$ cat src/pool_consts.svh
`ifndef POOL_CONSTS_SVH
`define POOL_CONSTS_SVH

// pixels carried in one bus word
`define POOL_LANES 4

// signed Q7.9 pixel
`define POOL_DATA_WIDTH 16
`define POOL_WORD_WIDTH (`POOL_LANES * `POOL_DATA_WIDTH)
`define POOL_Q 9

// leaky slope of 5/512 is close to 0.01
`define POOL_RELU_PARAM 5

// row buffer holds one even row of pair maxima
`define POOL_MAX_ROW_WORDS 8
`define POOL_ROW_BITS 4

`endif

$ cat src/pool_pkg.sv
`include "pool_consts.svh"

package pool_pkg;

	// cfg bit 0
	typedef enum logic [0:0] {
		POOL_OFF = 1'b0,
		POOL_2X2 = 1'b1
	} pool_mode_t;

	// cfg bit 1
	typedef enum logic [0:0] {
		ACT_LEAKY  = 1'b0,
		ACT_LINEAR = 1'b1
	} act_mode_t;

	typedef enum logic [0:0] {
		REG_CFG  = 1'b0,
		REG_DATA = 1'b1
	} reg_addr_t;

	typedef logic signed [`POOL_DATA_WIDTH-1:0] pixel_t;
	typedef pixel_t [`POOL_LANES-1:0] word_t;

endpackage

$ cat src/pool_stage.sv
`timescale 1ns/100ps
`include "pool_consts.svh"

module pool_stage (
	input  logic                      clk,
	input  logic                      rst,
	input  logic                      in_valid,
	input  logic                      cfg_load,
	input  pool_pkg::word_t           in_word,
	input  pool_pkg::pool_mode_t      pool_mode,
	input  logic [`POOL_ROW_BITS-1:0] row_words,
	output logic                      mid_valid,
	output pool_pkg::word_t           mid_word
);

	localparam int HALF     = `POOL_LANES / 2;
	localparam int COL_BITS = $clog2(`POOL_MAX_ROW_WORDS);

	logic [`POOL_ROW_BITS-1:0]   col;
	logic                        odd_row;
	logic                        last_col;
	logic                        pool_en;
	pool_pkg::pixel_t [HALF-1:0] pair_max;
	pool_pkg::pixel_t [HALF-1:0] stored;
	pool_pkg::pixel_t [HALF-1:0] row_buf [`POOL_MAX_ROW_WORDS];
	pool_pkg::word_t             pooled;

	function automatic pool_pkg::pixel_t smax(
		input pool_pkg::pixel_t a,
		input pool_pkg::pixel_t b
	);
		return ($signed(a) > $signed(b)) ? a : b;
	endfunction

	assign pool_en  = (pool_mode == pool_pkg::POOL_2X2);
	assign last_col = (col == row_words - 1'b1);
	assign stored   = row_buf[col[COL_BITS-1:0]];

	// horizontal max over lane pairs, then vertical max against the stored row
	always_comb begin
		pooled = '0;
		for (int i = 0; i < HALF; i++) begin
			pair_max[i] = smax(in_word[2*i], in_word[2*i+1]);
			pooled[i]   = smax(pair_max[i], stored[i]);
		end
	end

	// column index and row parity only advance on pooled words
	always_ff @(posedge clk) begin
		if (rst || cfg_load) begin
			col     <= '0;
			odd_row <= 1'b0;
		end else if (in_valid && pool_en) begin
			if (last_col) begin
				col     <= '0;
				odd_row <= !odd_row;
			end else begin
				col <= col + 1'b1;
			end
		end
	end

	// even row leaves its pair maxima for the odd row below it
	always_ff @(posedge clk) begin
		if (in_valid && pool_en && !odd_row) begin
			row_buf[col[COL_BITS-1:0]] <= pair_max;
		end
	end

	// even rows in pool mode give no output
	always_ff @(posedge clk) begin
		if (rst) begin
			mid_valid <= 1'b0;
		end else begin
			mid_valid <= in_valid && (!pool_en || odd_row);
		end
	end

	always_ff @(posedge clk) begin
		if (in_valid) begin
			mid_word <= pool_en ? pooled : in_word;
		end
	end

endmodule

$ cat src/pool_top.sv
`timescale 1ns/100ps
`include "pool_consts.svh"

module pool_top (
	input  logic                        clk,
	input  logic                        rst,
	input  logic                        cyc,
	input  logic                        stb,
	input  logic                        we,
	input  pool_pkg::reg_addr_t         adr,
	input  logic [`POOL_WORD_WIDTH-1:0] dat_w,
	output logic [`POOL_WORD_WIDTH-1:0] dat_r,
	output logic                        ack,
	output logic                        ofm_valid,
	output pool_pkg::word_t             ofm_data
);

	logic                      in_valid;
	pool_pkg::word_t           in_word;
	pool_pkg::pool_mode_t      pool_mode;
	pool_pkg::act_mode_t       act_mode;
	logic [`POOL_ROW_BITS-1:0] row_words;
	logic                      cfg_load;
	logic                      mid_valid;
	pool_pkg::word_t           mid_word;

	// bus slave, config register and word issue
	wb_cfg_port u_port (
		.clk       (clk),
		.rst       (rst),
		.cyc       (cyc),
		.stb       (stb),
		.we        (we),
		.adr       (adr),
		.dat_w     (dat_w),
		.dat_r     (dat_r),
		.ack       (ack),
		.in_valid  (in_valid),
		.in_word   (in_word),
		.pool_mode (pool_mode),
		.act_mode  (act_mode),
		.row_words (row_words),
		.cfg_load  (cfg_load)
	);

	pool_stage u_pool (
		.clk       (clk),
		.rst       (rst),
		.in_valid  (in_valid),
		.cfg_load  (cfg_load),
		.in_word   (in_word),
		.pool_mode (pool_mode),
		.row_words (row_words),
		.mid_valid (mid_valid),
		.mid_word  (mid_word)
	);

	// every valid word must be taken as there is no back-pressure
	relu_stage u_relu (
		.clk       (clk),
		.rst       (rst),
		.mid_valid (mid_valid),
		.mid_word  (mid_word),
		.act_mode  (act_mode),
		.ofm_valid (ofm_valid),
		.ofm_data  (ofm_data)
	);

endmodule

$ cat src/relu_stage.sv
`timescale 1ns/100ps
`include "pool_consts.svh"

module relu_stage (
	input  logic                clk,
	input  logic                rst,
	input  logic                mid_valid,
	input  pool_pkg::word_t     mid_word,
	input  pool_pkg::act_mode_t act_mode,
	output logic                ofm_valid,
	output pool_pkg::word_t     ofm_data
);

	logic signed [2*`POOL_DATA_WIDTH-1:0] prod [`POOL_LANES];
	pool_pkg::word_t                      act_word;

	always_comb begin
		for (int i = 0; i < `POOL_LANES; i++) begin
			// full-width product, then drop the Q fraction bits
			prod[i] = $signed(mid_word[i]) * `POOL_RELU_PARAM;
			if (act_mode == pool_pkg::ACT_LEAKY && mid_word[i][`POOL_DATA_WIDTH-1]) begin
				// arithmetic shift floors toward minus infinity
				act_word[i] = pool_pkg::pixel_t'(prod[i] >>> `POOL_Q);
			end else begin
				act_word[i] = mid_word[i];
			end
		end
	end

	always_ff @(posedge clk) begin
		if (rst) begin
			ofm_valid <= 1'b0;
		end else begin
			ofm_valid <= mid_valid;
		end
	end

	always_ff @(posedge clk) begin
		if (mid_valid) begin
			ofm_data <= act_word;
		end
	end

endmodule

$ cat src/wb_cfg_port.sv
`timescale 1ns/100ps
`include "pool_consts.svh"

module wb_cfg_port (
	input  logic                        clk,
	input  logic                        rst,
	input  logic                        cyc,
	input  logic                        stb,
	input  logic                        we,
	input  pool_pkg::reg_addr_t         adr,
	input  logic [`POOL_WORD_WIDTH-1:0] dat_w,
	output logic [`POOL_WORD_WIDTH-1:0] dat_r,
	output logic                        ack,
	output logic                        in_valid,
	output pool_pkg::word_t             in_word,
	output pool_pkg::pool_mode_t        pool_mode,
	output pool_pkg::act_mode_t         act_mode,
	output logic [`POOL_ROW_BITS-1:0]   row_words,
	output logic                        cfg_load
);

	logic       req;
	logic       wr_cfg;
	logic       wr_data;
	logic [7:0] cfg_byte;

	// a new cycle is only taken when ack was low, so acks are never back to back
	assign req     = cyc && stb && !ack;
	assign wr_cfg  = req && we && (adr == pool_pkg::REG_CFG);
	assign wr_data = req && we && (adr == pool_pkg::REG_DATA);

	// row length sits in the upper nibble and bits 3:2 stay unused
	assign cfg_byte = {row_words, 2'b00, act_mode, pool_mode};

	// master holds adr until ack, so a combinational read is stable on the ack cycle
	assign dat_r = (adr == pool_pkg::REG_CFG) ?
		{{(`POOL_WORD_WIDTH - 8){1'b0}}, cfg_byte} : '0;

	always_ff @(posedge clk) begin
		if (rst) begin
			ack       <= 1'b0;
			in_valid  <= 1'b0;
			cfg_load  <= 1'b0;
			pool_mode <= pool_pkg::POOL_OFF;
			act_mode  <= pool_pkg::ACT_LEAKY;
			row_words <= `POOL_ROW_BITS'(1);
		end else begin
			ack      <= req;
			in_valid <= wr_data;
			cfg_load <= wr_cfg;
			if (wr_cfg) begin
				pool_mode <= pool_pkg::pool_mode_t'(dat_w[0]);
				act_mode  <= pool_pkg::act_mode_t'(dat_w[1]);
				row_words <= dat_w[7:4];
			end
		end
	end

	// pixel word is captured on the same edge as in_valid
	always_ff @(posedge clk) begin
		if (wr_data) begin
			in_word <= dat_w;
		end
	end

endmodule
$ cat config.mk
export PLATFORM = sky130hd
export DESIGN_NAME = pool_top
export DESIGN_NICKNAME = d
export VERILOG_FILES = /design/src/pool_pkg.sv /design/src/pool_stage.sv /design/src/pool_top.sv /design/src/relu_stage.sv /design/src/wb_cfg_port.sv
export VERILOG_INCLUDE_DIRS = /design/src
export SDC_FILE = /design/constraint.sdc
export NUM_CORES = 1
export LEC_CHECK = 0
export ABC_CLOCK_PERIOD_IN_PS = 9610
export BUFFER_PORTS_ARGS = -buffer_cell sky130_fd_sc_hd__buf_2
export CAP_MARGIN = 5
export CORE_ASPECT_RATIO = 0.7
export CORE_UTILIZATION = 60
export CTS_CLUSTER_DIAMETER = 100
export DETAILED_ROUTE_END_ITERATION = 8
export GPL_TIMING_DRIVEN = 0
export PLACE_DENSITY = 0.85
export RECOVER_POWER = 100
export SETUP_SLACK_MARGIN = 0.02
export SLEW_MARGIN = 15
export SYNTH_ARGS = -nofsm -noshare
export SYNTH_HDL_FRONTEND = slang
export SYNTH_SLANG_ARGS = --single-unit
$ cat constraint.sdc
create_clock -name clk -period 9.61 [get_ports clk]
set_input_delay 1.922 -clock clk [delete_from_list [all_inputs] [get_ports clk]]
set_output_delay 1.922 -clock clk [all_outputs]
set_load 0.02 [all_outputs]
==> results.env <==
MAX_SLEW.WORST_PIN.SLEW_PS=2696
FLOORPLAN.DIE.WIDTH_UM=234.6
GROUTE.USAGE.OVERALL=0.2964
NUMBER_OF_ANTENNA_VIOLATIONS_AT_THE_FIRST_CHECK_IN_GLOBAL_ROUTING=1
GRT_PASS1_WL_UM=84820
SEQ_AREA_FRAC_SYNTH=0.6087
CLKSLEWWORSTSETUPHOLDPATHS_PS=60
LEADING_CELL_TYPE_IN_THE_LAYOUT_FILL_AND_TAPS_EXCLUDED='edfxtp_1'
TIMING.CRITICAL_PATH.SLOWEST_STAGE_CELL='clkbuf_1'
CTS_TREE='built'
POWER-PER-CELL-AREA_nW_PER_UM2=166.7
CTS_MAX_LEVEL=2
TIMING.FINAL.CRIT_SHARE=0.7047
AREA_GROWTH_SYN_TO_LAYOUT_PCT=13.20
FAILED_CHECKS='max-capacitance violations, max-slew violations'
CLK-INSERTION-DELAY-LATE_PS=570
FINALHOLDWORSTSLACK_PS=442.0
GLOBALROUTEOVERFLOWTOTAL=0
SYNTH_AREA_PER_CELL_UM2=14.18
REG2REGPATHDEPTH=5
HOLD_END='u_pool.odd_row'
ROUTED-VIA-COUNT=14658
DRIVE_GT1_FRAC=0.1341
FIN_WORST_SKEW_PS=28.88
FLOORPLAN.ROWS=59
STATUS='finished, violations left'
CLK_ROOT_BUFFER_CELL='clkbuf_16'
SETUP-TNS-FINAL_PS=0
FP.DIEAREA_UM2=38670
CTS_BUFFERS=44
SYNTH_FA_HA_AREA_FRAC=0.09579
COREAREA_UM2=37210
CLOCK_SINK_COUNT=467
REMAINING_DRC_ERRORS=0
ANTENNA_VIOLATING_NETS_POST_ROUTE=0
CRIT_PATH_MAX_INCR_DELAY_PS=1790
MUXSHAREOFSYNTHAREA=0.09612
SYNTHXORXNORAREAFRAC=0.01233
IO-PIN-COUNT=200
GP_CONGESTION=0.9889
LAYOUT_COMMON_CELLS='edfxtp_1, ha_1, clkbuf_1'
MAX-CLOCK-PATH-BUFFERS=3
REGTOREGSTARTPOINT='u_port.in_valid'
TIMING.RR.END='u_pool.row_buf[4][13]'
EDFF_COUNT_SYNTH=448
WL_PER_CELL_UM=23.80
CRIT_PATH_BUF_INV_COUNT=2
CRIT_PATH_START_KIND='flip-flop'
CELLLEAKAGEPOWER_nW=9.599
FINAL_HOLD_VIOL_COUNT=0
FINALNETCOUNT=2109
FILLER_CELL_COUNT=2573
ITERATION_0_DRC_MARKERS=1744
FINAL_CELL_COUNT_NO_FILL=2389
SYNTH_TOP_FAMILY_BY_AREA='multiplexers'
SYNTH_COMPOUND_AREA_FRAC=0.06381
VIA_COUNT_OF_THE_FIRST_GLOBAL_ROUTING_PASS=14305
CELL_DEPTH_OF_THE_WORST_MIN_DELAY_PATH=1
SYNTHESIS.INSTANCES=1603
SYNTH_ASYNC_SR_FLOP_SHARE=0
POST_DP_CELL_AREA_UM2=24630
FINAL-MAX-SLEW-VIOLATION-COUNT=247
CTS.HOLD.BUFFERS_ADDED=0
DPL.HPWL_UM=41250
YOSYS.CELL_TYPES.COUNT=64
ANTENNA_CELLS_INSERTED=0
TIMING.CRITICAL_PATH.REQUIRED_PS=9760
SLEW_HEADROOM=-0.7976
ARRIVAL_TIME_REPORTED_FOR_THE_CRITICAL_PATH_ENDPOINT_PS=6930
SETUP.WORST_PATH.CLASS='reg2reg'
WORST_IR_DROP_VDD_uV=230.6
DIE_H_UM=164.8
MIN_PATH_TYPE='reg2reg'
HOLDCRITSTARTPOINT='u_port.cfg_load'
FMAXACHIEVABLE_GHz=0.1477
GRT_START_MAX_NET_PINS=52
CRIT_PATH_END_KIND='flip-flop'
SETUP-VIOLATIONS-FINAL=0
YS_DOMINANT_REG_CELL='edfxtp_1'
REG2REG_SLACK_PS=2840
CRITICAL_PATH.MOST_COMMON_CELL='clkbuf_1'
TOTAL_DETAILED_ROUTING_WIRELENGTH_UM=56850
POST_SYNTH_INSTANCE_AREA_UM2=22730
DRT_PRE_ANTENNA_ITERS=5
RATIO_OF_ROUTED_VIAS_TO_STANDARD_CELLS=6.136
INITIAL_CORE_UTIL=0.6108
MAXCAPVIOLCOUNT=9
POSTLAYOUTCELLAREA_UM2=25730
FINAL.MIN_CLOCK_PERIOD_PS=6772
PATH_DELAY_FAMILY='buffers and inverters'
GRT_SETUP_UNREPAIRED='false'
TIMING.CRITICAL_PATH.CELLS='clkbuf_1 -> nand2_1 -> or3_1 -> nor2_1 -> clkbuf_1'
YOSYS_WARNINGS=0
PORT_BUFFERS=140
PLACEDCELLCOUNT=2307
YS_FF_LATCH=467
POST-CTS-SETUP-BUFFER-COUNT=0
CELLS_RESIZED_BY_POST_CTS_REPAIR=0
SYNTH_SIMPLE_GATE_AREA_SHARE=0.08027
MAXIMUM_NET_FANOUT_ON_THE_CRITICAL_PATH=42
WORSTSETUPPATHDEPTH=5
-- area by class of cell --
| cell class | count | area (um2) | area share |
|---|---|---|---|
| Inverter | 77 | 289.0 | 0.01123 |
| Timing Repair Buffer | 159 | 658.1 | 0.02558 |
| Sequential cell | 467 | 13830 | 0.5377 |
| Tap cell | 488 | 610.6 | 0.02373 |
| Buffer | 119 | 675.6 | 0.02626 |
| Clock inverter | 27 | 364.1 | 0.01415 |
| Clock buffer | 55 | 1195 | 0.04645 |
| Multi-Input combinational cell | 997 | 8102 | 0.3149 |
-- worst max-delay path by stage --
stage	slack (ps)	end	startpoint
after floorplan	4180	u_port.in_word[0]	adr
after global placement	1350	u_pool.row_buf[0][16]	u_port.in_valid
after detailed placement	3780	u_pool.mid_word[14]	u_port.in_word[25]
after CTS	3700	u_pool.mid_word[12]	u_port.in_word[25]
after global routing	2420	u_pool.row_buf[2][0]	u_port.in_valid
final	2840	u_pool.row_buf[4][13]	u_port.in_valid
-- cell usage after synthesis, types with 4 or more instances --
cell      number  area share
a211oi_1       8      0.0026
a21o_1        25      0.0083
a21oi_1       41      0.0090
a31oi_1        7      0.0019
a41o_1         4      0.0018
and2_1         5      0.0014
and3_1         9      0.0025
buf_1          7      0.0012
buf_2         13      0.0029
buf_4         59       0.019
clkbuf_1      40      0.0066
dfxtp_1       19       0.017
edfxtp_1     448        0.59
ha_1         174       0.096
inv_1         76       0.013
mux2_2        18      0.0089
mux2i_1       54       0.024
mux4_2        64       0.063
nand2_1      124       0.020
nand2b_1       5      0.0014
nand3_1       10      0.0022
nand4_1       42       0.012
nand4b_1      15      0.0058
nor2_1       110       0.018
nor2b_1       29      0.0080
nor3_1        13      0.0029
o211ai_1       7      0.0023
o21a_1        15      0.0050
o21ai_0       55       0.012
o221ai_1      16      0.0062
o31ai_1        8      0.0026
xnor2_1       13      0.0050
xor2_1        19      0.0073
-- where the power goes --
group	total (mW)	leakage [nW]	internal (mW)	switching (mW)
Clock	1.87	0.746	1.11	0.763
Combinational	0.178	4.67	0.0640	0.114
Sequential	2.24	4.18	2.23	0.0115
-- registers in the layout (all words and copies together) (netlist names), named ones only --
| name | cells |
|---|---|
| u_pool.odd_row | 1 |
| u_pool.col | 4 |
| u_relu.ofm_data | 64 |
| u_relu.ofm_valid | 1 |
| u_port.in_word | 64 |
| u_pool.row_buf | 256 |
| u_port.pool_mode | 1 |
| u_port.cfg_load | 1 |
| u_port.ack | 1 |
| u_port.act_mode | 1 |
| u_pool.mid_word | 64 |
| u_pool.mid_valid | 1 |
| u_port.row_words | 4 |
| u_port.in_valid | 1 |
-- per-stage QoR --
| step | setup slack, ps | utilization | power, mW |
|---|---|---|---|
| 2_1_floorplan | 4178 | - | 2.402 |
| 3_3_place_gp | 1349 | 0.6518 | 2.455 |
| 3_5_place_dp | 3785 | 0.6621 | 2.463 |
| 4_1_cts | 3702 | 0.7040 | 4.307 |
| 5_1_grt | 2418 | 0.6915 | 4.396 |
| 6_report | 2838 | 0.6915 | 4.288 |
-- cells by family (layout without fill, tap and decap cells) --
family,count (synthesis),in the layout
flip-flops,467,467
adder cells (fa/ha/maj),174,174
buffers and inverters,196,437
AO/OA/AOI/OAI,219,219
multiplexers,136,136
XOR/XNOR,32,32
AND/OR/NAND/NOR,378,378
other,1,58
-- per-layer routing --
metal / vias to the layer above / share of wire / global-route usage
met3: 121 / 0.10 / 0.05465
met4: 0 / 0.030 / 0.09779
met5: - / 0 / 0
met1: 7187 / 0.42 / 0.4254
li1: 6538 / - / -
met2: 812 / 0.45 / 0.4620
No activity file was read; power rests on OpenSTA's default activity.
